===== src/include/lsu_config.svh =====
`ifndef LSU_CONFIG_SVH
`define LSU_CONFIG_SVH

// Index bits per bank
// Whole memory is 16 bytes times 2**LSU_BANK_AW
`define LSU_BANK_AW 10

// Destination tag width
// Five register bits plus two rename bits
`define LSU_RD_W 7

`endif


===== src/hw/lsu_pkg.sv =====
package lsu_pkg;

	// Operations issued to the load/store unit
	typedef enum logic [3:0] {
		OP_NOP,
		OP_LB,
		OP_LH,
		OP_LW,
		OP_LD,
		OP_LBU,
		OP_LHU,
		OP_LWU,
		OP_SB,
		OP_SH,
		OP_SW,
		OP_SD,
		OP_FENCE,
		OP_FENCE_I
	} lsu_op_t;

	// Access size for the load path
	// SZ_NONE gives a zero result
	typedef enum logic [2:0] {
		SZ_NONE,
		SZ_BYTE,
		SZ_HALF,
		SZ_WORD,
		SZ_DOUBLE
	} lsu_size_t;

	// Load controls carried into the writeback cycle
	typedef struct packed {
		lsu_size_t  size;
		logic       usi;
		logic [2:0] offset;
		logic       odd;
	} lsu_ld_ctl_t;

	// Two bank words in address order, or the same sixteen bytes
	typedef union packed {
		logic [1:0][63:0] word;
		logic [15:0][7:0] bytes;
	} lsu_line_u;

endpackage


===== src/hw/dtcm_bank_if.sv =====
`timescale 1ns/100ps
`include "lsu_config.svh"

interface dtcm_bank_if;

	logic [`LSU_BANK_AW-1:0] addr;
	logic [63:0]             wdata;
	logic                    wen;
	logic [7:0]              wmask;
	// Read data, one cycle behind addr
	logic [63:0]             rdata;

	// Request side, drives the access
	modport requester (output addr, output wdata, output wen, output wmask);

	// RAM side
	modport memory (input addr, input wdata, input wen, input wmask, output rdata);

	// Load path only looks at the data
	modport reader (input rdata);

endinterface


===== src/hw/lsu_load_extract.sv =====
`timescale 1ns/100ps

module lsu_load_extract import lsu_pkg::*; (
	dtcm_bank_if.reader bank_a,
	dtcm_bank_if.reader bank_b,
	input  lsu_ld_ctl_t ld_ctl,
	output logic [63:0] res
);

	lsu_line_u   line;
	logic [63:0] win;

	// Lower address word first
	always_comb begin
		if (ld_ctl.odd) begin
			line.word[0] = bank_b.rdata;
			line.word[1] = bank_a.rdata;
		end else begin
			line.word[0] = bank_a.rdata;
			line.word[1] = bank_b.rdata;
		end
	end

	// Eight lanes starting at the byte offset
	// Offset is at most 7, so the window never runs off the line
	always_comb begin
		for (int i = 0; i < 8; i++) begin
			win[i*8 +: 8] = line.bytes[4'(ld_ctl.offset) + 4'(i)];
		end
	end

	// Size select and sign or zero extension
	always_comb begin
		case (ld_ctl.size)
			SZ_BYTE: begin
				res = ld_ctl.usi ? {56'b0, win[7:0]} : {{56{win[7]}}, win[7:0]};
			end
			SZ_HALF: begin
				res = ld_ctl.usi ? {48'b0, win[15:0]} : {{48{win[15]}}, win[15:0]};
			end
			SZ_WORD: begin
				res = ld_ctl.usi ? {32'b0, win[31:0]} : {{32{win[31]}}, win[31:0]};
			end
			SZ_DOUBLE: res = win;
			// Stores, fences, idle
			default: res = 64'b0;
		endcase
	end

endmodule


===== src/flat_wrapper.sv =====
// flat-port wrapper written by rule: the top's interface ports become plain ports
module lsu_load_extract_flat import lsu_pkg::*;
  (ld_ctl, res, bank_a_rdata, bank_b_rdata);
  dtcm_bank_if bank_a_i ();
  dtcm_bank_if bank_b_i ();
  input  lsu_ld_ctl_t ld_ctl;
  output logic [63:0] res;
  input wire logic [$bits(bank_a_i.rdata)-1:0] bank_a_rdata;
  input wire logic [$bits(bank_b_i.rdata)-1:0] bank_b_rdata;
  assign bank_a_i.rdata = bank_a_rdata;
  assign bank_b_i.rdata = bank_b_rdata;
  lsu_load_extract u_core (.bank_a(bank_a_i), .bank_b(bank_b_i), .ld_ctl(ld_ctl), .res(res));
endmodule

===== config.mk =====
export PLATFORM = sky130hd
export DESIGN_NAME = lsu_load_extract_flat
export DESIGN_NICKNAME = d
export VERILOG_FILES = /design/src/hw/lsu_pkg.sv /design/src/hw/dtcm_bank_if.sv /design/src/hw/lsu_load_extract.sv /design/src/flat_wrapper.sv
export VERILOG_INCLUDE_DIRS = /design/src /design/src/include
export SDC_FILE = /design/constraint.sdc
export NUM_CORES = 1
export LEC_CHECK = 0
export BUFFER_PORTS_ARGS = -buffer_cell sky130_fd_sc_hd__buf_2
export CORE_MARGIN = 8
export CORE_UTILIZATION = 30
export DETAILED_ROUTE_END_ITERATION = 6
export GPL_ROUTABILITY_DRIVEN = 0
export PLACE_DENSITY = 0.52
export SLEW_MARGIN = 5
export SYNTH_ARGS = -nofsm -noshare
export SYNTH_HDL_FRONTEND = slang
export SYNTH_SLANG_ARGS = --single-unit
export TNS_END_PERCENT = 100

===== constraint.sdc =====
create_clock -name vclk -period 10.63
set_input_delay 0.5315 -clock vclk [all_inputs]
set_output_delay 0.5315 -clock vclk [all_outputs]
set_load 0.01 [all_outputs]

Word level (Yosys, flattened, before mapping)

Cells that the tools add are included.

Flip-flop bits (word level): 0

Eq/ne operators: 4
$lt $le $gt $ge: 8
Muxes and demuxes: 21
Add/subtract/negate cells: 7

Operator list:

| cell                | number |
|---|---|
| $pmux 64 s4         | 1 |
| $bmux 8 s4          | 7 |
| $mux 64             | 3 |
| $mux 128            | 1 |
| $mux 8              | 8 |
| $lt 4x5->1 const B  | 7 |
| $bmux 8 s3          | 1 |
| $add 3x3->4 const B | 4 |
| $add 3x2->4 const B | 2 |
| $eq 3x2->1 const B  | 2 |
| $lt 3x5->1 const B  | 1 |
| $add 3x1->4 const B | 1 |
| $eq 3x1->1 const B  | 1 |
| $eq 3x3->1 const B  | 1 |

Depth between registers and ports, before layout

Gate-level depths: netlist (run 1).

Depth after elaboration: 5
Gate-level depth with buffers: 17

Least setup slack after synthesis (run 1)

No wires, ideal clock.

Kind: input port to output port
From: input ld_ctl[1] (netlist bit)
To: output res[11]
Slack: 6.166 ns
Path buffers: 9
Data arrival time: 3.933 ns
Stages: 15
Cell sequence: buf_6 -> buf_6 -> buf_2 -> buf_2 -> buf_2 -> inv_1 -> ha_1 -> buf_2 -> buf_2 -> buf_2 -> buf_1 -> mux4_2 -> mux4_2 -> inv_1 -> o21ai_0

Longest elaborated chain between the ends: 5
Elaborated cells between the ends (all ways): 9
Classes of those cells: add/sub (1); mux (8)

RTL lines:

| element                      | RTL line                                       | RTL |
|---|---|---|
| from (decl)                  | flat_wrapper.sv:6                              | `input lsu_ld_ctl_t ld_ctl;` |
| $add 3x1->4                  | lsu_load_extract.sv:28                         | `win[i*8 +: 8] = line.bytes[4'(ld_ctl.offset) + 4'(i)];` |
| $bmux 8 s4                   | lsu_load_extract.sv:28                         |  |
| $mux 8 (not written as such) | lsu_load_extract.sv:28                         |  |
| $mux 64 (on tied branches)   | lsu_load_extract.sv:42, lsu_load_extract.sv:39 |  |
| $pmux 64 s4 (*)              | lsu_load_extract.sv:34                         | `case (ld_ctl.size)` |
| to (decl)                    | flat_wrapper.sv:7                              | `output logic [63:0] res;` |

Mark *: on every way between the ends. The rest lies on a longest branch, timed or not. The select of a mux whose other input is x is not followed.

Worst setup path in the final report (run 1)

From: input ld_ctl[2] (netlist bit)
To: output res[30]

Longest elaborated chain between the ends: 5
Elaborated cells between the ends (all ways): 12
Classes of those cells: add/sub (2); mux (10)

RTL lines:

| element                                    | RTL line |
|---|---|
| $add 3x2->4 or $add 3x1->4 (tied branches) | lsu_load_extract.sv:28 |
| $bmux 8 s4                                 | lsu_load_extract.sv:28 |
| $mux 8 (not written as such)               | lsu_load_extract.sv:28 |
| $mux 64 (on tied branches)                 | lsu_load_extract.sv:42, lsu_load_extract.sv:39 |
| $pmux 64 s4 (*)                            | lsu_load_extract.sv:34 |

Marks and branches as above.

==> reports/results.ini, run 1 <==
[synthesis]
syn_area_um2 = 5940
synth_top_cell_by_area = mux4_2
yosys-top-cells-area = mux4_2 (66%), nand2_1 (5.8%), mux2i_1 (4.2%)
yosysSeqAreaShare_pct = 0
yosys.cell_types.count = 41
syn_nets = 656
synth_top_cells_by_count = mux4_2 (175), nand2_1 (92), o21ai_0 (39)
avgSynthCellArea_um2 = 11.6
synthCells = 513
post-synth-top-count-cell = mux4_2
yosysTopAreaCellShare_pct = 66.4
ys_warn_count = 0

[grt]
grt_max_degree = 69
grt.total_usage_pct = 18.9
grt_pass1_vias = 6034
antenna_found_initial = 0
grt_pass1_wl_mm = 36.2
grt_overflow = 0

[sta]
setup_tns_ns = 0
worst_slew_pin_slew_ns = 1.09
rsz0062_at_grt = false
slew_viol_final = 0
max_freq_mhz = 175
relSlewSlack_pct = 27.1
hold_viol_final = 0
setup_viol = 0
finalCriticalPeriod_ns = 5.72
fin_crit_sh_pct = 53.8
hold_ws_ns = 1.69

[floorplanning]
die_area_um2 = 24500
core_area_um2 = 19500
start_util_pct = 30.5
num_io_pins = 200
die_h_um = 157
rows = 51
die_w_um = 157

[job]
max_cap_violations = 0

[cells_and_area]
fin_nets = 819
regArea_um2 = 0
area_growth_syn_to_layout_pct = 20.3
n_sequential_cell = 0
clkbuf_count = 0
drive_gt1_share_pct = 60.7
n_antenna_cell = 0

[worst_hold_path]
hold_class = in2out

[routing]
viasPerCell = 6.26
vias = 5876
drt-pass1-iter-count = 5
drc = 0
drtAntennaViolNets = 0
wl_per_cell_um = 25.7
drt_wl_total_mm = 24.1
dr.first_iter.drc_count = 462

[pwr]
ir_drop_uv = 17.1
p_per_area_nw_per_um2 = 62.4
p_leak_nw = 2.99

[placed_design]
numPortBuffers = 200
place_hpwl_mm = 18.9

[setup_path]
endpoint_kind = output port
critPathKind = in2out
worstPathRequired_ns = 10.10
worstPathArrival_ns = 5.19
critPathMaxFanout = 68
cp-start-kind = input pin

[status]
outcome = completed

[clock_tree]
cts_resized = 0
cts_setup_buffers = 0
cts_hold_buf = 0

-- layer usage --
metal | GRT usage, % | share of wire (%) | wire, um | up-vias
li1 | - | - | - | 2481
met1 | 24.6 | 40 | 9550 | 3018
met2 | 32.4 | 50 | 12100 | 347
met3 | 3.75 | 8.6 | 2080 | 30
met4 | 3.16 | 1.7 | 403 | 0
met5 | 0 | 0 | 0 | -
-- placed cells by master (no fill, tap or decap), types with 2 or more instances in the layout --
cell | synthesis | final
mux4_1 | 2 | 2
nor2_1 | 10 | 10
nand4_1 | 3 | 3
xnor2_2 | 0 | 2
nor3_1 | 2 | 2
mux4_2 | 175 | 175
a22oi_1 | 2 | 2
and2_1 | 2 | 2
a221oi_1 | 2 | 2
xnor2_1 | 5 | 3
a21oi_1 | 7 | 7
mux2_2 | 10 | 10
inv_1 | 25 | 25
o211ai_1 | 4 | 4
buf_4 | 3 | 16
ha_1 | 7 | 6
nor2b_1 | 10 | 10
nand2_1 | 92 | 92
buf_2 | 17 | 199
o21ai_0 | 39 | 39
nand3_1 | 12 | 12
o2111ai_1 | 3 | 3
mux2i_1 | 25 | 25
xor2_1 | 6 | 5
-- worst paths after layout --
kind / startpoint / end / slack (ns) / depth (start not counted)
worst max-delay path: ld_ctl[2] / res[30] / 4.91 / 11
worst min-delay path: ld_ctl[5] / res[15] / 1.69 / 4
-- kinds of logic after synthesis --
family	after synthesis	share of synthesized area [%]
xor gates and xnor gates	11	1.62
buffers and inverters	80	6.49
AOI/OAI and AO/OA	65	6.66
adders and majority gates	7	1.48
and+or+nand+nor	137	10.1
muxes	213	73.7
-- layout make-up --
cell class | count | area [um^2]
fillers | 1973 | 12300
multi-input cells | 433 | 5590
well taps | 265 | 332
inverters | 25 | 93.8
repair buffers | 216 | 1130
-- worst max-delay path, cell delays in order --
cell and delay (ns):
buf_2 0.08, buf_4 0.67, inv_1 0.32, ha_4 0.64, buf_4 0.58, mux4_2 0.43, a2bb2o_4 0.24, o31a_1 0.29
nor2_2 0.66, o21ai_0 0.34, buf_2 0.24
-- where the power goes --
part / internal (mW) / switching (mW)
logic: 0.224 / 0.222
registers: 0 / 0
clock network: 0 / 0
-- through the flow --
step	utilization, %	instance area, um^2	std cells	power (mW)	worst slack (ns)
3_3_place_gp	36.7	7140	939	0.436	5.09
5_1_grt	36.7	7140	939	0.478	4.59
4_1_cts	36.7	7140	939	0.446	4.93
3_5_place_dp	36.7	7140	939	0.444	4.94
2_1_floorplan	-	5940	513	0.298	6.17
6_report	36.7	7140	939	0.445	4.91
No activity file was read; power rests on OpenSTA's default activity.
==> run 2: changes to the inputs <==
--- a/config.mk
+++ b/config.mk
@@ -11,7 +11,7 @@
 export CORE_UTILIZATION = 30
 export DETAILED_ROUTE_END_ITERATION = 6
 export GPL_ROUTABILITY_DRIVEN = 0
-export PLACE_DENSITY = 0.52
+export PLACE_DENSITY = 0.54
 export SLEW_MARGIN = 5
 export SYNTH_ARGS = -nofsm -noshare
 export SYNTH_HDL_FRONTEND = slang
==> constraint.sdc (replaced) <==
create_clock -name vclk -period 5.1
set_input_delay 0.255 -clock vclk [all_inputs]
set_output_delay 0.255 -clock vclk [all_outputs]
set_load 0.01 [all_outputs]
==> reports/results.ini, run 2 (synthesis results as in run 1) <==
[sta]
worst_slew_pin_slew_ns = 1.13
fin_crit_sh_pct = 74.3
setup_viol = 0
setup_tns_ns = 0
hold_viol_final = 0
max_freq_mhz = 264
finalCriticalPeriod_ns = 3.79
slew_viol_final = 0
relSlewSlack_pct = 24.5
rsz0062_at_grt = false

[status]
outcome = completed

[grt]
antenna_found_initial = 0
grt_pass1_vias = 5971
grt_max_degree = 63
grt_pass1_wl_mm = 35.8
grt.total_usage_pct = 18.7
grt_overflow = 0

[cells_and_area]
multi_input_area_um2 = 5590
fin_nets = 821
n_antenna_cell = 0
clkbuf_count = 0
n_sequential_cell = 0
final_common_cell = buf_2
drive_gt1_share_pct = 60.9
fill_cells = 1954
area_growth_syn_to_layout_pct = 20.6
final_cell_mix = buf_2 (199), mux4_2 (175), nand2_1 (92)
regArea_um2 = 0

[floorplanning]
core_area_um2 = 19500
die_w_um = 157
die_h_um = 157
start_util_pct = 30.5
num_io_pins = 200
die_area_um2 = 24500
rows = 51

[routing]
vias = 5816
drc = 0
drtAntennaViolNets = 0
wl_per_cell_um = 25.1
viasPerCell = 6.18
drt-pass1-iter-count = 5
drt_wl_total_mm = 23.6
dr.first_iter.drc_count = 436

[setup_path]
critPathMaxStageDelay_ns = 0.72
crit_family = compound AO/OA/AOI/OAI gates
cp-start-kind = input pin
cp.buffers_inverters = 3
endpoint_kind = output port
critPathSlowestCell = nor2_2
critPathMaxFanout = 38
critPathKind = in2out
path_cells = buf_6, inv_1, ha_4, mux4_2, a2bb2o_4, o31a_1, nor2_2, o21ai_0, buf_2
worstPathRequired_ns = 4.85
worstPathArrival_ns = 3.54

[pwr]
swShare_pct = 49.8
ir_drop_uv = 39.7
pwr-share-seq_pct = 0
switchingPower_uw = 463
share_comb_of_total_power_pct = 100.0
clkPwrFrac_pct = 0
p_per_area_nw_per_um2 = 130
power_uw = 929
p_leak_nw = 3.00
internal_power_uw = 466

[clock_tree]
cts_resized = 0
cts_hold_buf = 0
cts_setup_buffers = 0

[placed_design]
numPortBuffers = 200
place_hpwl_mm = 19.0

[worst_hold_path]
hold_class = in2out

[job]
max_cap_violations = 0

run 2: changes by cell type in the layout (fill, tap and decap cells not counted), sizes merged:
cell	previous run	this run
buf	216	218
run 2: path summary, 6_finish.rpt:
check,cells past startpoint,slack (ns),startpoint,end
worst max-delay path,9,1.31,ld_ctl[1],res[25]
worst min-delay path,4,1.11,ld_ctl[5],res[15]
run 2: power by group through the flow:
stage	combinational, mW	clock (mW)	sequential (mW)
2_1_floorplan	0.620	0	0
3_3_place_gp	0.925	0	0
3_5_place_dp	0.927	0	0
4_1_cts	0.930	0	0
5_1_grt	1.00	0	0
6_report	0.929	0	0
run 2: stage by stage:
stage	hold WS, ns	area, um^2	cells	worst slack [ns]	utilization (%)
after floorplan	0.746	5940	513	1.19	-
after global placement	1.11	7160	941	1.23	36.8
after detailed placement	1.11	7160	941	1.23	36.8
after CTS	1.11	7160	941	1.23	36.8
after global routing	1.14	7160	941	0.972	36.8
final	1.11	7160	941	1.31	36.8
run 2: final cells by class:
cell class         instances  area share [%]
inverters                 25            1.31
repair buffers           218            16.0
well taps                265            4.63
multi-input cells        433            78.1
run 2: metal layers:
metal / vias up / track usage (%) / wire length [um] / share of wire, %
li1: 2475 / - / - / -
met1: 2938 / 25.1 / 9540 / 40
met2: 369 / 30.5 / 11300 / 48
met3: 34 / 4.05 / 2210 / 9.4
met4: 0 / 3.98 / 542 / 2.3
met5: - / 0 / 0 / 0
run 2: worst min-delay path, delay by kind of cell:
kind | cells | cell delay (ns)
buffers and inverters | 2 | 0.27
and+or+nand+nor | 2 | 0.33
==> run 3: changes to the inputs <==
==> constraint.sdc (replaced) <==
create_clock -name vclk -period 3.3
set_input_delay 0.165 -clock vclk [all_inputs]
set_output_delay 0.165 -clock vclk [all_outputs]
set_load 0.01 [all_outputs]
==> reports/results.ini, run 3 (synthesis results as in run 1) <==
[floorplanning]
core_area_um2 = 19500
die_w_um = 157
die_area_um2 = 24500
num_io_pins = 200
die_h_um = 157
rows = 51
start_util_pct = 30.5

[sta]
max_freq_mhz = 315
hold_ws_ns = 0.892
setup_viol = 0
finalCriticalPeriod_ns = 3.18
slew_viol_final = 0
setup_tns_ns = 0
worst_slew_pin_slew_ns = 1.19
rsz0062_at_grt = false
relSlewSlack_pct = 20.5
hold_viol_final = 0
fin_crit_sh_pct = 96.3

[grt]
grt_pass1_wl_mm = 36.4
grt.total_usage_pct = 18.8
antenna_found_initial = 1
grt_pass1_vias = 6060
grt_overflow = 0
grt_max_degree = 53

[setup_path]
path_cells = buf_6, mux2_2, mux4_2, a2bb2o_4, o31a_1, nor2_2, o21ai_0, buf_2
worstPathRequired_ns = 3.13
critPathMaxStageDelay_ns = 0.69
worstPathArrival_ns = 3.01
critPathMaxFanout = 17
cp-start-kind = input pin
critPathSlowestCell = nor2_2
cp-startpoint = ld_ctl[1]
critPathKind = in2out
endpoint_kind = output port

[pwr]
internal_power_uw = 742
p_leak_nw = 3.11
clkPwrFrac_pct = 0
ir_drop_uv = 71.9
power_mw = 1.46
share_comb_of_total_power_pct = 100.0
pwr-share-seq_pct = 0
swShare_pct = 49.3
p_per_area_nw_per_um2 = 199
switchingPower_uw = 721

[placed_design]
place_hpwl_mm = 19.2
numPortBuffers = 200
postPlaceCellArea_um2 = 7320

[cells_and_area]
final_cell_mix = buf_2 (199), mux4_2 (175), nand2_1 (92)
final_area_um2 = 7330
clkbuf_count = 0
final_common_cell = buf_2
drive_gt1_share_pct = 62.1
regArea_um2 = 0
n_sequential_cell = 0
area_growth_syn_to_layout_pct = 23.5
fin_nets = 841

[job]
max_cap_violations = 0

[routing]
drtAntennaViolNets = 0
drc = 0
drt-pass1-iter-count = 5
drt_wl_total_mm = 23.8
wl_per_cell_um = 24.8
viasPerCell = 6.17
vias = 5934
dr.first_iter.drc_count = 591

[status]
outcome = completed

[worst_hold_path]
hold_class = in2out
hold_path.startpoint = ld_ctl[7]

-- run 3: cell count changes in the layout (fill, tap and decap cells not counted), sizes merged --
cell / previous run / this run
diode: 0 / 1
buf: 218 / 238
-- run 3: final cells by class --
class / count / area (um^2)
Multi-Input combinational cell: 433 / 5590
Tap cell: 265 / 332
Fill cell: 1962 / 12100
Inverter: 25 / 93.8
Antenna cell: 1 / 2.50
Timing Repair Buffer: 238 / 1310
-- run 3: worst paths after layout --
kind	end	depth (start not counted)	slack, ns
setup / recovery	res[21]	8	0.12
hold / removal	res[15]	5	0.89
-- run 3: per-layer routing --
layer / vias to the layer above / track usage, % / part of all wire (%)
li1: 2523 / - / -
met1: 3053 / 26.1 / 42
met2: 348 / 31.5 / 49
met3: 10 / 2.70 / 8.7
met4: 0 / 2.01 / 0.70
met5: - / 0 / 0
-- run 3: power groups by stage --
stage               Sequential (mW)    Clock (mW)  Combinational (mW)
floorplan                         0             0               0.962
global placement                  0             0                1.45
detailed placement                0             0                1.46
CTS                               0             0                1.46
global route                      0  0.0000000405                1.57
finish                            0  0.0000000406                1.46
-- run 3: repair_timing --
item,CTS,global route
hold endpoints to repair,0,0
hold buffers,0,0
endpoints found under the setup margin,0,24
resized for setup,0,2
setup buffers,0,1
-- run 3: critical path, delay by kind of cell --
kind	cells	cell delay (ns)
compound gates	3	0.87
mux	2	0.87
simple gates	1	0.69
buf+inv	2	0.42
-- run 3: through the flow --
| step | std cells | setup WS, ns | utilization, % |
|---|---|---|---|
| floorplan | 513 | 0.0212 | - |
| global placement | 960 | 0.144 | 37.6 |
| detailed placement | 960 | 0.125 | 37.6 |
| CTS | 960 | 0.119 | 37.6 |
| global route | 962 | 0.0138 | 37.7 |
| finish | 962 | 0.123 | 37.7 |
