--- config.mk ---
export PLATFORM = sky130hd
export DESIGN_NAME = lsu_req_split_flat
export DESIGN_NICKNAME = d
export VERILOG_FILES = /design/src/hw/lsu_pkg.sv /design/src/hw/dtcm_bank_if.sv /design/src/hw/lsu_req_split.sv /design/src/flat_wrapper.sv
export VERILOG_INCLUDE_DIRS = /design/src /design/src/include
export SDC_FILE = /design/constraint.sdc
export NUM_CORES = 1
export LEC_CHECK = 0
export ABC_CLOCK_PERIOD_IN_PS = 3000
export BUFFER_PORTS_ARGS = -buffer_cell sky130_fd_sc_hd__buf_2
export CAP_MARGIN = 0
export CORE_AREA = 2 2 119 121
export CTS_CLUSTER_SIZE = 20
export DETAILED_ROUTE_END_ITERATION = 6
export DIE_AREA = 0 0 121 123
export PLACE_DENSITY = 0.66
export SLEW_MARGIN = 20
export SYNTH_ARGS = -nofsm -noshare
export SYNTH_HDL_FRONTEND = slang
export SYNTH_SLANG_ARGS = --single-unit
--- constraint.sdc ---
create_clock -name CLK -period 3 [get_ports CLK]
set_input_delay 0.6 -clock CLK [delete_from_list [all_inputs] [get_ports CLK]]
set_output_delay 0.6 -clock CLK [all_outputs]
set_load 0.05 [all_outputs]
--- src/include/lsu_config.svh ---
`ifndef LSU_CONFIG_SVH
`define LSU_CONFIG_SVH

// Index bits per bank
// Whole memory is 16 bytes times 2**LSU_BANK_AW
`define LSU_BANK_AW 10

// Destination tag width
// Five register bits plus two rename bits
`define LSU_RD_W 7

`endif

--- src/hw/lsu_pkg.sv ---
package lsu_pkg;

	// Operations issued to the load/store unit
	typedef enum logic [3:0] {
		OP_NOP,
		OP_LB,
		OP_LH,
		OP_LW,
		OP_LD,
		OP_LBU,
		OP_LHU,
		OP_LWU,
		OP_SB,
		OP_SH,
		OP_SW,
		OP_SD,
		OP_FENCE,
		OP_FENCE_I
	} lsu_op_t;

	// Access size for the load path
	// SZ_NONE gives a zero result
	typedef enum logic [2:0] {
		SZ_NONE,
		SZ_BYTE,
		SZ_HALF,
		SZ_WORD,
		SZ_DOUBLE
	} lsu_size_t;

	// Load controls carried into the writeback cycle
	typedef struct packed {
		lsu_size_t  size;
		logic       usi;
		logic [2:0] offset;
		logic       odd;
	} lsu_ld_ctl_t;

	// Two bank words in address order, or the same sixteen bytes
	typedef union packed {
		logic [1:0][63:0] word;
		logic [15:0][7:0] bytes;
	} lsu_line_u;

endpackage

--- src/hw/dtcm_bank_if.sv ---
`timescale 1ns/100ps
`include "lsu_config.svh"

interface dtcm_bank_if;

	logic [`LSU_BANK_AW-1:0] addr;
	logic [63:0]             wdata;
	logic                    wen;
	logic [7:0]              wmask;
	// Read data, one cycle behind addr
	logic [63:0]             rdata;

	// Request side, drives the access
	modport requester (output addr, output wdata, output wen, output wmask);

	// RAM side
	modport memory (input addr, input wdata, input wen, input wmask, output rdata);

	// Load path only looks at the data
	modport reader (input rdata);

endinterface

--- src/hw/lsu_req_split.sv ---
`timescale 1ns/100ps
`include "lsu_config.svh"

module lsu_req_split import lsu_pkg::*; (
	input  logic            CLK,
	input  logic            rst,
	input  logic            in_valid,
	input  lsu_op_t         op,
	input  logic [63:0]     op1,
	input  logic [63:0]     op2,
	dtcm_bank_if.requester  bank_a,
	dtcm_bank_if.requester  bank_b,
	output lsu_ld_ctl_t     ld_ctl
);

	lsu_op_t                 op_eff;
	logic                    is_store;
	logic                    odd;
	logic [2:0]              offset;
	logic [`LSU_BANK_AW-1:0] idx;
	logic [`LSU_BANK_AW-1:0] idx_inc;
	logic [7:0]              size_mask;
	logic [15:0]             line_mask;
	logic [127:0]            line_data;
	lsu_ld_ctl_t             ld_ctl_next;

	// Idle cycles look like NOP
	assign op_eff = in_valid ? op : OP_NOP;
	assign is_store = (op_eff == OP_SB) || (op_eff == OP_SH) ||
		(op_eff == OP_SW) || (op_eff == OP_SD);

	assign odd    = op1[3];
	assign offset = op1[2:0];

	// Bank index of the access, and of the next 16-byte line
	assign idx     = op1[4 +: `LSU_BANK_AW];
	assign idx_inc = idx + 1'b1;

	// Odd start: bank A holds the upper word, one line further on
	// Index wraps at the top of the bank
	assign bank_a.addr = odd ? idx_inc : idx;
	assign bank_b.addr = idx;

	// Bytes covered by the store size
	always_comb begin
		case (op_eff)
			OP_SB:   size_mask = 8'b0000_0001;
			OP_SH:   size_mask = 8'b0000_0011;
			OP_SW:   size_mask = 8'b0000_1111;
			OP_SD:   size_mask = 8'b1111_1111;
			default: size_mask = 8'b0000_0000;
		endcase
	end

	// Place mask and data at the byte offset within a 16-byte line
	assign line_mask = {8'b0, size_mask} << offset;
	assign line_data = {64'b0, op2} << {offset, 3'b000};

	// Low half of the line goes to bank B when the start is odd
	assign bank_a.wmask = odd ? line_mask[15:8] : line_mask[7:0];
	assign bank_b.wmask = odd ? line_mask[7:0] : line_mask[15:8];
	assign bank_a.wdata = odd ? line_data[127:64] : line_data[63:0];
	assign bank_b.wdata = odd ? line_data[63:0] : line_data[127:64];

	assign bank_a.wen = is_store;
	assign bank_b.wen = is_store;

	// Load decode
	always_comb begin
		ld_ctl_next.size   = SZ_NONE;
		ld_ctl_next.usi    = 1'b0;
		ld_ctl_next.offset = offset;
		ld_ctl_next.odd    = odd;
		case (op_eff)
			OP_LB:  ld_ctl_next.size = SZ_BYTE;
			OP_LH:  ld_ctl_next.size = SZ_HALF;
			OP_LW:  ld_ctl_next.size = SZ_WORD;
			OP_LD:  ld_ctl_next.size = SZ_DOUBLE;
			OP_LBU: begin
				ld_ctl_next.size = SZ_BYTE;
				ld_ctl_next.usi  = 1'b1;
			end
			OP_LHU: begin
				ld_ctl_next.size = SZ_HALF;
				ld_ctl_next.usi  = 1'b1;
			end
			OP_LWU: begin
				ld_ctl_next.size = SZ_WORD;
				ld_ctl_next.usi  = 1'b1;
			end
			// Stores, fences and NOP read nothing
			default: ld_ctl_next.size = SZ_NONE;
		endcase
	end

	// Controls line up with bank rdata next cycle
	always_ff @(posedge CLK) begin
		if (rst) begin
			ld_ctl <= '{size: SZ_NONE, usi: 1'b0, offset: 3'b000, odd: 1'b0};
		end else begin
			ld_ctl <= ld_ctl_next;
		end
	end

endmodule

--- src/flat_wrapper.sv ---
// flat-port wrapper written by rule: the top's interface ports become plain ports
module lsu_req_split_flat import lsu_pkg::*;
  (CLK, rst, in_valid, op, op1, op2, ld_ctl, bank_a_addr, bank_a_wdata, bank_a_wen, bank_a_wmask, bank_b_addr, bank_b_wdata, bank_b_wen, bank_b_wmask);
  dtcm_bank_if bank_a_i ();
  dtcm_bank_if bank_b_i ();
  input  logic CLK;
  input  logic rst;
  input  logic in_valid;
  input  lsu_op_t op;
  input  logic [63:0] op1;
  input  logic [63:0] op2;
  output lsu_ld_ctl_t ld_ctl;
  output wire logic [$bits(bank_a_i.addr)-1:0] bank_a_addr;
  output wire logic [$bits(bank_a_i.wdata)-1:0] bank_a_wdata;
  output wire logic [$bits(bank_a_i.wen)-1:0] bank_a_wen;
  output wire logic [$bits(bank_a_i.wmask)-1:0] bank_a_wmask;
  output wire logic [$bits(bank_b_i.addr)-1:0] bank_b_addr;
  output wire logic [$bits(bank_b_i.wdata)-1:0] bank_b_wdata;
  output wire logic [$bits(bank_b_i.wen)-1:0] bank_b_wen;
  output wire logic [$bits(bank_b_i.wmask)-1:0] bank_b_wmask;
  assign bank_a_addr = bank_a_i.addr;
  assign bank_a_wdata = bank_a_i.wdata;
  assign bank_a_wen = bank_a_i.wen;
  assign bank_a_wmask = bank_a_i.wmask;
  assign bank_b_addr = bank_b_i.addr;
  assign bank_b_wdata = bank_b_i.wdata;
  assign bank_b_wen = bank_b_i.wen;
  assign bank_b_wmask = bank_b_i.wmask;
  lsu_req_split u_core (.CLK(CLK), .rst(rst), .in_valid(in_valid), .op(op), .op1(op1), .op2(op2), .bank_a(bank_a_i), .bank_b(bank_b_i), .ld_ctl(ld_ctl));
endmodule
After elaboration in Yosys (flattened, before gate mapping)
Index checks and enable logic that the tools add are counted.
{"block": "totals", "word_cells": 34, "in_bits": 135, "register_bits": 8}
{"block": "classes", "add_sub_neg": 1, "n_eq_ne": 11, "n_shift": 2, "reduce_logical": 7, "muxes": 9}
{"operator": "two-way mux 64 bit", "n": 2}
{"operator": "left shift 64 x 6 -> 128 bit", "n": 1}
{"operator": "one-hot mux 8 bit (4 select lines)", "n": 1}
{"operator": "== test 4 x 3 -> 1 bit, second input constant", "n": 4}
{"operator": "== test 4 bit, second input constant", "n": 4}
{"operator": "two-way mux 8 bit", "n": 2}
{"operator": "left shift 8 x 3 -> 16 bit", "n": 1}
{"operator": "one-hot mux 3 bit (4 select lines)", "n": 1}
{"operator": "adder 10 x 1 -> 10 bit, second input constant", "n": 1}
{"operator": "two-way mux 10 bit", "n": 1}
{"operator": "== test 4 x 2 -> 1 bit, second input constant", "n": 2}
{"operator": "OR reduction 2 bit", "n": 3}
{"operator": "== test 4 x 1 -> 1 bit, second input constant", "n": 1}
{"operator": "two-way mux 4 bit", "n": 1}
{"operator": "logical OR 1 bit", "n": 3}
{"operator": "OR reduction 3 bit", "n": 1}
{"operator": "two-way mux 1 bit", "n": 1}

Depth between registers and ports, before layout
Gate-level depths: netlist of the first run.
{"block": "logic_depth", "ltp_word": 5, "ltp_mapped": 8}

Least setup slack after synthesis of the first run
No wires, ideal clock.
{"block": "synth_path", "path_kind": "input to output", "start": "input op[2]", "end": "output bank_a_wmask[5]", "path_stages": 5, "t_arrival_ps": 2650, "setup_slack_ps": -250, "path_buffers": 1, "path_cell_list": "nand3b_1 inv_1 clkbuf_1 nand4_1 mux2i_1"}
{"block": "synth_via", "elab_chain_len": 5, "word_cells_on_any_way": 8, "classes_between": "eq/ne: 4; shift: 1; mux: 3"}
{"element": "start: declaration", "line_no": "flat_wrapper.sv:9", "rtl": "input lsu_op_t op;"}
{"element": "two-way mux 4 bit *", "line_no": "lsu_req_split.sv:28", "rtl": "assign op_eff = in_valid ? op : OP_NOP;"}
{"element": "== test 4 bit", "line_no": "lsu_req_split.sv:46", "rtl": "case (op_eff)"}
{"element": "one-hot mux 8 bit (4 select lines) *", "line_no": "lsu_req_split.sv:46"}
{"element": "left shift 8 x 3 -> 16 bit *", "line_no": "lsu_req_split.sv:56", "rtl": "assign line_mask = {8'b0, size_mask} << offset;"}
{"element": "two-way mux 8 bit *", "line_no": "lsu_req_split.sv:60", "rtl": "assign bank_a.wmask = odd ? line_mask[15:8] : line_mask[7:0];"}
{"element": "end: declaration", "line_no": "flat_wrapper.sv:16", "rtl": "output wire logic [$bits(bank_a_i.wmask)-1:0] bank_a_wmask;"}
Mark *: on every way between the ends. The rest lies on a longest branch, timed or not.

Worst setup path after layout of the first run
{"block": "layout_path", "start": "input op1[0]", "end": "output bank_a_wdata[51]"}
{"block": "layout_via", "elab_chain_len": 2}
{"element": "start: declaration", "line_no": "flat_wrapper.sv:10", "rtl": "input logic [63:0] op1;"}
{"element": "left shift 64 x 6 -> 128 bit", "line_no": "lsu_req_split.sv:57", "rtl": "assign line_data = {64'b0, op2} << {offset, 3'b000};"}
{"element": "two-way mux 64 bit", "line_no": "lsu_req_split.sv:62", "rtl": "assign bank_a.wdata = odd ? line_data[127:64] : line_data[63:0];"}
{"element": "end: declaration", "line_no": "flat_wrapper.sv:14", "rtl": "output wire logic [$bits(bank_a_i.wdata)-1:0] bank_a_wdata;"}
No other way between the ends.

==> impl_metrics.py, run 1 <==
metrics = {
    "power": {
        "netSwitchingFraction_pct": 62.1,
        "power_frac_seq_pct": 5.4,
        "clockPowerShare_pct": 10.8,
        "max-vdd-ir-drop_mv": 0.245,
        "power_density_nw_per_um2": 329,
        "internal_power_mw": 0.792,
        "p_sw_mw": 1.30,
        "p_leak_nw": 3.11,
        "comb_power_share_pct": 83.8,
    },
    "placed_design": {
        "hpwlAfterDp_um": 15800,
        "place_area_um2": 6280,
        "gp_congestion": 0.917,
        "portBuffers": 258,
    },
    "sta": {
        "setup_viol": 0,
        "relSlewSlack_pct": 63.2,
        "worst_pin_slew_ns": 0.536,
        "grt_setup_unrepaired": "no",
        "hold_viol_final": 0,
        "min_period_ns": 2.89,
        "drv_slew": 0,
        "finalSetupTns_ns": 0,
        "timing.fmax_ghz": 0.346,
        "finalCritPeriodShare_pct": 96.4,
        "hold_ws_ns": 0.608,
    },
    "routing": {
        "drc": 0,
        "wl_um": 20000,
        "drt_iter0_markers": 560,
        "ant_nets": 0,
        "dr.pass1.iters": 5,
        "vias": 6109,
        "post_drt_wl_per_cell_um": 18.7,
        "drt-vias-per-instance": 5.70,
    },
    "global_route": {
        "first_global_vias": 5335,
        "grt_max_degree": 63,
        "grt_pass1_wl_um": 29900,
        "antenna_found_initial": 0,
        "gr-total-overflow": 0,
        "grt_usage_pct": 25.1,
    },
    "clock_network": {
        "htree_levels": 1,
        "post-cts-setup-buffers": 0,
        "clk_pin_slew_ns": 0.04,
        "clock_sinks": 8,
        "numCtsBuffers": 3,
        "cts-root-buf": "clkbuf_16",
        "cts_tree": "built",
        "cts_max_path_buffers": 2,
    },
    "yosys": {
        "synth-async-reset-ratio_pct": 0,
        "synth_compound_area_share_pct": 27.5,
        "syn_area_um2": 4670,
        "syn_nets": 791,
        "seq_area_frac_synth_pct": 3.43,
        "ys_warn_count": 0,
        "ys_seq_elements": 8,
        "synth_edf_count": 0,
        "synthSimpleGateAreaFrac_pct": 22.5,
        "synth.area.top_cells": "mux2i_1 (13%), mux4_2 (12%), mux2_2 (6.0%)",
        "synthMuxAreaShare_pct": 34.0,
        "synth_adder_area_share_pct": 0.482,
        "synth_top_family_by_area": "multiplexers",
        "avgSynthCellArea_um2": 7.13,
        "synth.distinct_cells": 52,
        "synth_top_cell_area_share_pct": 13.5,
        "netlist_instances": 655,
        "synth-main-ff-cell": "dfxtp_1",
        "synth-xor-area-share_pct": 1.69,
        "yosysTopAreaCell": "mux2i_1",
    },
    "finish": {
        "fin_nets": 1028,
        "drive_gt1_share_pct": 44.3,
        "seqCellArea_um2": 160,
        "largest_reg_flops": 8,
        "top_regs": "u_core.ld_ctl: 8 flops",
        "multi_input_area_um2": 4040,
        "area_growth_pct": 36.3,
        "design_area_um2": 6370,
        "fillCellCount": 1430,
        "top_register": "u_core.ld_ctl",
        "fin_util_pct": 46.8,
    },
    "die": {
        "coreArea_um2": 13600,
        "fp-row-count": 43,
        "die_h_um": 123,
        "start_util_pct": 34.3,
        "die-area_um2": 14900,
        "io_pins": 309,
        "die_width_um": 121,
    },
    "hold_path": {
        "hp-class": "primary input to flop",
    },
    "status": {
        "outcome": "finished clean",
    },
    "setup_path": {
        "worstSetupPathType": "primary input to primary output",
        "startpoint_type": "primary input",
        "arrival_ns": 2.29,
        "end_kind": "primary output",
        "cp_max_fo": 26,
        "cp.required_ns": 2.40,
    },
    "run": {
        "maxCapViolCount": 0,
    },
}
-- logic make-up (layout without fill, tap and decap cells) --
kind of cell,Yosys count,count (layout)
and+or+nand+nor,227,227
AOI/OAI and AO/OA,200,200
muxes,121,121
buffers and inverters,88,323
xor gates and xnor gates,9,9
DFF,8,8
adders and majority gates,2,2
other,0,2
-- critical path, stage by stage --
cell and delay [ns]:
buf_4 0.19, buf_12 0.22, mux2_2 0.39, mux4_2 0.50, nor2_1 0.10, a21oi_1 0.04
buf_2 0.22
-- repair_timing --
item,in CTS,in global routing
resized for setup,0,1
hold buffers,0,0
endpoints found under the setup margin,0,2
-- power groups by stage --
stage               Sequential (mW)  Combinational (mW)  Clock, mW
floorplan                     0.128                1.27          0
global placement              0.113                1.73          0
detailed placement            0.114                1.74          0
CTS                           0.112                1.75      0.227
global route                  0.112                1.85      0.238
finish                        0.112                1.75      0.227
-- worst paths after layout --
check	startpoint	to	slack (ns)	cells past startpoint
max	op1[0]	bank_a_wdata[51]	0.11	7
min	rst	u_core.ld_ctl[0]$_SDFF_PP0_	0.61	2
-- per-stage QoR --
| stage | std cells | worst slack, ns | power [mW] |
|---|---|---|---|
| floorplan | 655 | -0.191 | 1.40 |
| global placement | 1067 | 0.119 | 1.85 |
| detailed placement | 1067 | 0.114 | 1.85 |
| CTS | 1070 | 0.110 | 2.08 |
| global route | 1070 | 0.00587 | 2.20 |
| finish | 1072 | 0.109 | 2.09 |
-- routing by layer --
layer,track usage [%],wire [µm],up-vias
li1,-,-,2934
met1,36.9,9030,2857
met2,39.8,9040,292
met3,2.86,1560,26
met4,4.87,357,0
met5,0,0,-
-- layout make-up --
| type | count | share of cell area, % |
|---|---|---|
| well taps | 180 | 3.54 |
| multi-input cells | 559 | 63.5 |
| flip-flops and latches | 8 | 2.52 |
| clock buffers | 3 | 1.18 |
| repair buffers | 314 | 28.8 |
| inverters | 6 | 0.373 |
| diodes | 2 | 0.0786 |
-- Yosys cell counts (4+ instances only) --
library cell,n
a21oi_1,49
o22ai_1,24
buf_6,7
o221ai_1,7
mux2_2,25
nand4_1,8
and3_1,13
mux2_4,9
o211ai_1,8
inv_1,4
buf_4,16
mux4_2,24
nand3_1,46
dfxtp_1,8
nor2_1,65
o21ai_0,24
xnor2_1,8
a211oi_2,7
buf_2,15
a22o_1,25
nand2b_1,6
mux2i_1,63
a31oi_1,4
buf_1,9
nand2_1,62
nor2b_1,13
nor3_1,6
clkbuf_1,33
o21ai_1,38
-- cell usage in the layout (no fill, tap or decap), types with 24 or more instances in the layout --
cell       n
nand2_1   62
a22o_1    25
mux4_2    24
o21ai_1   54
buf_4     52
nand3_1   46
mux2i_1   61
o22ai_1   24
buf_2    253
mux2_2    25
a21oi_1   49
nor2_1    65
(Power assumes the default switching activity.)
==> run 2, diff against run 1 <==
--- a/config.mk
+++ b/config.mk
@@ -9,11 +9,12 @@
 export ABC_CLOCK_PERIOD_IN_PS = 3000
 export BUFFER_PORTS_ARGS = -buffer_cell sky130_fd_sc_hd__buf_2
 export CAP_MARGIN = 0
-export CORE_AREA = 2 2 119 121
+export CORE_AREA = 3 3 120 122
 export CTS_CLUSTER_SIZE = 20
 export DETAILED_ROUTE_END_ITERATION = 6
-export DIE_AREA = 0 0 121 123
+export DIE_AREA = 0 0 123 125
 export PLACE_DENSITY = 0.66
+export SETUP_SLACK_MARGIN = 0.2
 export SLEW_MARGIN = 20
 export SYNTH_ARGS = -nofsm -noshare
 export SYNTH_HDL_FRONTEND = slang
==> run 2 against run 1 <==
  * Combinational power increased by 9%
  * Via count increased by 2.7%
  * Die area increased by 3.3%
  * Largest power group unchanged
  * Sequential share of layout area decreased by 0.25 points
  * Cell count increased by 0.47%
==> impl_metrics.py, run 2 (synthesis gave the netlist of run 1 again) <==
metrics = {
    "routing": {
        "post_drt_wl_per_cell_um": 19.6,
        "drt_iter0_markers": 560,
        "drt-vias-per-instance": 5.82,
        "dr.pass1.iters": 4,
        "drc": 0,
        "ant_nets": 0,
        "wl_um": 21200,
        "vias": 6271,
    },
    "clock_network": {
        "cts_max_path_buffers": 2,
        "htree_levels": 1,
        "cts-root-buf": "clkbuf_16",
        "cts_tree": "built",
        "ctsHoldBuffers": 0,
        "clock_sinks": 8,
        "clk_pin_slew_ns": 0.04,
        "numCtsBuffers": 3,
    },
    "setup_path": {
        "end_kind": "primary output",
        "worstSetupPathType": "primary input to primary output",
        "cp_max_fo": 10,
        "startpoint_type": "primary input",
        "cp.required_ns": 2.40,
        "arrival_ns": 2.19,
    },
    "power": {
        "internal_power_mw": 0.875,
        "total_power_mw": 2.24,
        "comb_power_share_pct": 85.0,
        "netSwitchingFraction_pct": 60.9,
        "power_frac_seq_pct": 5.0,
        "p_sw_mw": 1.36,
        "p_leak_nw": 3.26,
        "power_density_nw_per_um2": 316,
        "max-vdd-ir-drop_mv": 0.209,
        "clockPowerShare_pct": 10.0,
    },
    "die": {
        "die_h_um": 125,
        "io_pins": 309,
        "coreArea_um2": 13300,
        "start_util_pct": 35.1,
        "fp-row-count": 42,
        "die-area_um2": 15400,
        "die_width_um": 123,
    },
    "sta": {
        "min_period_ns": 2.79,
        "hold_ws_ns": 0.605,
        "hold_viol_final": 0,
        "finalSetupTns_ns": 0,
        "setup_viol": 0,
        "grt_setup_unrepaired": "yes",
        "timing.fmax_ghz": 0.358,
        "relSlewSlack_pct": 49.0,
        "fin_ws_ns": 0.205,
        "drv_slew": 0,
        "worst_pin_slew_ns": 0.763,
        "finalCritPeriodShare_pct": 93.2,
    },
    "finish": {
        "antennaDiodeCount": 0,
        "fillCellCount": 1278,
        "drive_gt1_share_pct": 56.7,
        "design_area_um2": 7070,
        "largest_reg_flops": 8,
        "final_cell_mix": "buf_2 (234), buf_4 (65), nand2_1 (62)",
        "fin_util_pct": 53.2,
        "multi_input_area_um2": 4480,
        "fin_nets": 1039,
        "final_cell_count_no_fill": 1077,
        "area_growth_pct": 51.4,
        "seqCellArea_um2": 160,
        "final_common_cell": "buf_2",
        "top_regs": "u_core.ld_ctl: 8 flops",
        "top_register": "u_core.ld_ctl",
    },
    "placed_design": {
        "portBuffers": 258,
        "place_area_um2": 6640,
        "gp_congestion": 0.950,
        "hpwlAfterDp_um": 16400,
        "dp_cells": 1061,
        "place_ws_ns": 0.0796,
    },
    "global_route": {
        "grt_pass1_wl_um": 31400,
        "grt_usage_pct": 25.1,
        "grt_max_degree": 73,
        "antenna_found_initial": 0,
        "first_global_vias": 5620,
        "gr-total-overflow": 0,
    },
    "hold_path": {
        "hp-start": "rst",
        "holdPathStages": 2,
        "hp-class": "primary input to flop",
        "hold_path_end": "u_core.ld_ctl[0]$_SDFF_PP0_",
    },
    "status": {
        "outcome": "finished clean",
    },
    "run": {
        "maxCapViolCount": 0,
    },
}
==> run 2: power groups by stage <==
stage / Clock (mW) / Sequential (mW) / Combinational [mW]
CTS: 0.224 / 0.112 / 1.85
global route: 0.231 / 0.112 / 2.00
detailed placement: 0 / 0.113 / 1.82
finish: 0.223 / 0.112 / 1.90
global placement: 0 / 0.113 / 1.81
floorplan: 0 / 0.128 / 1.34
==> run 2: critical path, stage by stage <==
cell and delay [ns]:
buf_8 0.16, buf_12 0.16, mux2_2 0.38, mux4_2 0.50, nor2_1 0.13, a21oi_2 0.04
buf_2 0.22
==> run 2: worst max path at each step <==
stage / to / startpoint / cells after the start
after floorplan: bank_a_wdata[6] / op1[1] / 6
after global placement: bank_a_wdata[55] / op1[0] / 7
after detailed placement: bank_a_wdata[52] / op1[0] / 7
after CTS: bank_a_wdata[52] / op1[0] / 7
after global routing: bank_a_wdata[54] / op1[0] / 7
final: bank_a_wdata[52] / op1[0] / 7
==> run 2: routing by layer <==
metal	vias to the layer above	part of all wire, %	track usage, %
met5	-	0	0
met4	0	0.94	2.54
li1	2958	-	-
met1	2991	45	37.8
met2	308	46	39.4
met3	14	8.7	3.52
==> run 2: cell type report <==
cell class              count  area share [%]
multi-input cells         559            63.4
repair buffers            325            29.8
well taps                 176            3.11
flip-flops and latches      8            2.26
clock buffers               3            1.06
inverters                   6           0.407
==> run 2: what timing repair did <==
action	CTS	global route
pin swaps	0	1
resized for setup	14	47
setup endpoints to repair	46	65
setup buffers	10	0
gates cloned	1	2
==> run 3, diff against run 2 <==
--- a/config.mk
+++ b/config.mk
@@ -6,7 +6,7 @@
 export SDC_FILE = /design/constraint.sdc
 export NUM_CORES = 1
 export LEC_CHECK = 0
-export ABC_CLOCK_PERIOD_IN_PS = 3000
+export ABC_CLOCK_PERIOD_IN_PS = 3300
 export BUFFER_PORTS_ARGS = -buffer_cell sky130_fd_sc_hd__buf_2
 export CAP_MARGIN = 0
 export CORE_AREA = 3 3 120 122
@@ -14,8 +14,8 @@
 export DETAILED_ROUTE_END_ITERATION = 6
 export DIE_AREA = 0 0 123 125
 export PLACE_DENSITY = 0.66
+export REMOVE_ABC_BUFFERS = 1
 export SETUP_SLACK_MARGIN = 0.2
-export SLEW_MARGIN = 20
 export SYNTH_ARGS = -nofsm -noshare
 export SYNTH_HDL_FRONTEND = slang
 export SYNTH_SLANG_ARGS = --single-unit
==> constraint.sdc (replaced) <==
create_clock -name CLK -period 3.3 [get_ports CLK]
set_input_delay 0.66 -clock CLK [delete_from_list [all_inputs] [get_ports CLK]]
set_output_delay 0.66 -clock CLK [all_outputs]
set_load 0.05 [all_outputs]
==> run 3 against run 2 <==
  * Sequential power decreased by 9%
  * Global-route usage decreased by 1.5 points
  * Core utilization decreased by 6.0 points
==> impl_metrics.py, run 3 (synthesis gave the netlist of run 1 again) <==
metrics = {
    "finish": {
        "antennaDiodeCount": 0,
        "final_cell_count_no_fill": 1057,
        "final_cell_mix": "buf_2 (252), nor2_1 (65), mux2i_1 (63)",
        "drive_gt1_share_pct": 43.5,
        "fillCellCount": 1375,
        "top_regs": "u_core.ld_ctl: 8 flops",
        "top_register": "u_core.ld_ctl",
        "area_growth_pct": 34.4,
        "seqCellArea_um2": 160,
        "final_common_cell": "buf_2",
        "largest_reg_flops": 8,
        "fin_nets": 1019,
        "multi_input_area_um2": 4030,
        "fin_util_pct": 47.2,
    },
    "status": {
        "outcome": "finished clean",
    },
    "routing": {
        "drc": 0,
        "dr.pass1.iters": 5,
        "vias": 6029,
        "drt-vias-per-instance": 5.70,
        "post_drt_wl_per_cell_um": 18.3,
        "wl_um": 19300,
        "ant_nets": 0,
        "drt_iter0_markers": 351,
    },
    "global_route": {
        "antenna_found_initial": 0,
        "grt_pass1_wl_um": 29900,
        "first_global_vias": 5697,
        "grt_max_degree": 52,
        "grt_usage_pct": 23.6,
        "gr-total-overflow": 0,
    },
    "placed_design": {
        "place_ws_ns": 0.216,
        "gp_congestion": 0.912,
        "hpwlAfterDp_um": 15200,
        "portBuffers": 258,
        "dp_cells": 1054,
    },
    "clock_network": {
        "cts-root-buf": "clkbuf_16",
        "ctsHoldBuffers": 0,
        "clock_sinks": 8,
        "clk_pin_slew_ns": 0.04,
        "numCtsBuffers": 3,
        "htree_levels": 1,
        "cts_tree": "built",
        "cts_max_path_buffers": 2,
    },
    "power": {
        "max-vdd-ir-drop_mv": 0.141,
        "p_leak_nw": 3.07,
        "power_density_nw_per_um2": 297,
    },
    "setup_path": {
        "end_kind": "primary output",
        "arrival_ns": 2.34,
        "cp.required_ns": 2.64,
        "startpoint_type": "primary input",
        "cp_max_fo": 23,
        "worstSetupPathType": "primary input to primary output",
    },
    "die": {
        "fp-row-count": 42,
        "die-area_um2": 15400,
        "io_pins": 309,
        "die_h_um": 125,
        "start_util_pct": 35.1,
        "die_width_um": 123,
        "coreArea_um2": 13300,
    },
    "sta": {
        "finalCritPeriodShare_pct": 91.0,
        "hold_viol_final": 0,
        "min_period_ns": 3.00,
        "timing.fmax_ghz": 0.333,
        "worst_pin_slew_ns": 0.560,
        "grt_setup_unrepaired": "no",
        "relSlewSlack_pct": 62.6,
        "finalSetupTns_ns": 0,
        "drv_slew": 0,
        "setup_viol": 0,
        "fin_ws_ns": 0.297,
    },
    "run": {
        "maxCapViolCount": 0,
    },
    "hold_path": {
        "hp-class": "primary input to flop",
    },
}
## run 3: cell types whose count changed in the layout (fill, tap and decap cells not counted), sizes merged
cell and change:
buf -16, bufbuf -1, clkbuf -3, clkinv +1, clkinvlp -1
## run 3: power by group
group          leakage, nW  switching [mW]  internal [mW]
clock               0.0370          0.0484          0.156
combinational         2.97            1.11          0.450
sequential          0.0658        0.000770          0.101
total                 3.07            1.16          0.708
## run 3: through the flow
step,hold WS (ns),power (mW),cell area [µm²]
floorplan,0.727,1.14,4210
global placement,0.890,1.65,6180
detailed placement,0.897,1.65,6180
CTS,0.655,1.86,6260
global route,0.670,1.97,6280
finish,0.666,1.86,6280
## run 3: routing by layer
layer	GRT usage, %	vias to the layer above	wire length [µm]
li1	-	2923	-
met1	31.5	2836	8320
met2	41.9	256	9450
met3	2.57	14	1430
met4	3.19	0	152
met5	0	-	0
## run 3: worst paths after layout
path / startpoint / end / slack [ns] / cells after the start
setup / recovery: op1[0] / bank_b_wdata[5] / 0.30 / 7
hold / removal: rst / u_core.ld_ctl[0]$_SDFF_PP0_ / 0.67 / 2
## run 3: timing repair
| action | in CTS | in global routing |
|---|---|---|
| buffers inserted | 0 | 0 |
| resized for setup | 0 | 5 |
| setup endpoints to repair | 0 | 27 |
## run 3: critical path, stage by stage
cell      delay, ns
buf_6          0.19
buf_12         0.21
mux2_2         0.38
a22o_1         0.28
o221ai_1       0.25
o21ai_0        0.12
clkbuf_4       0.23
## run 3: layout make-up
class / count / share of cell area, %
multi-input cells: 559 / 64.2
repair buffers: 305 / 28.1
well taps: 176 / 3.51
flip-flops and latches: 8 / 2.55
clock buffers: 3 / 1.20
inverters: 6 / 0.379
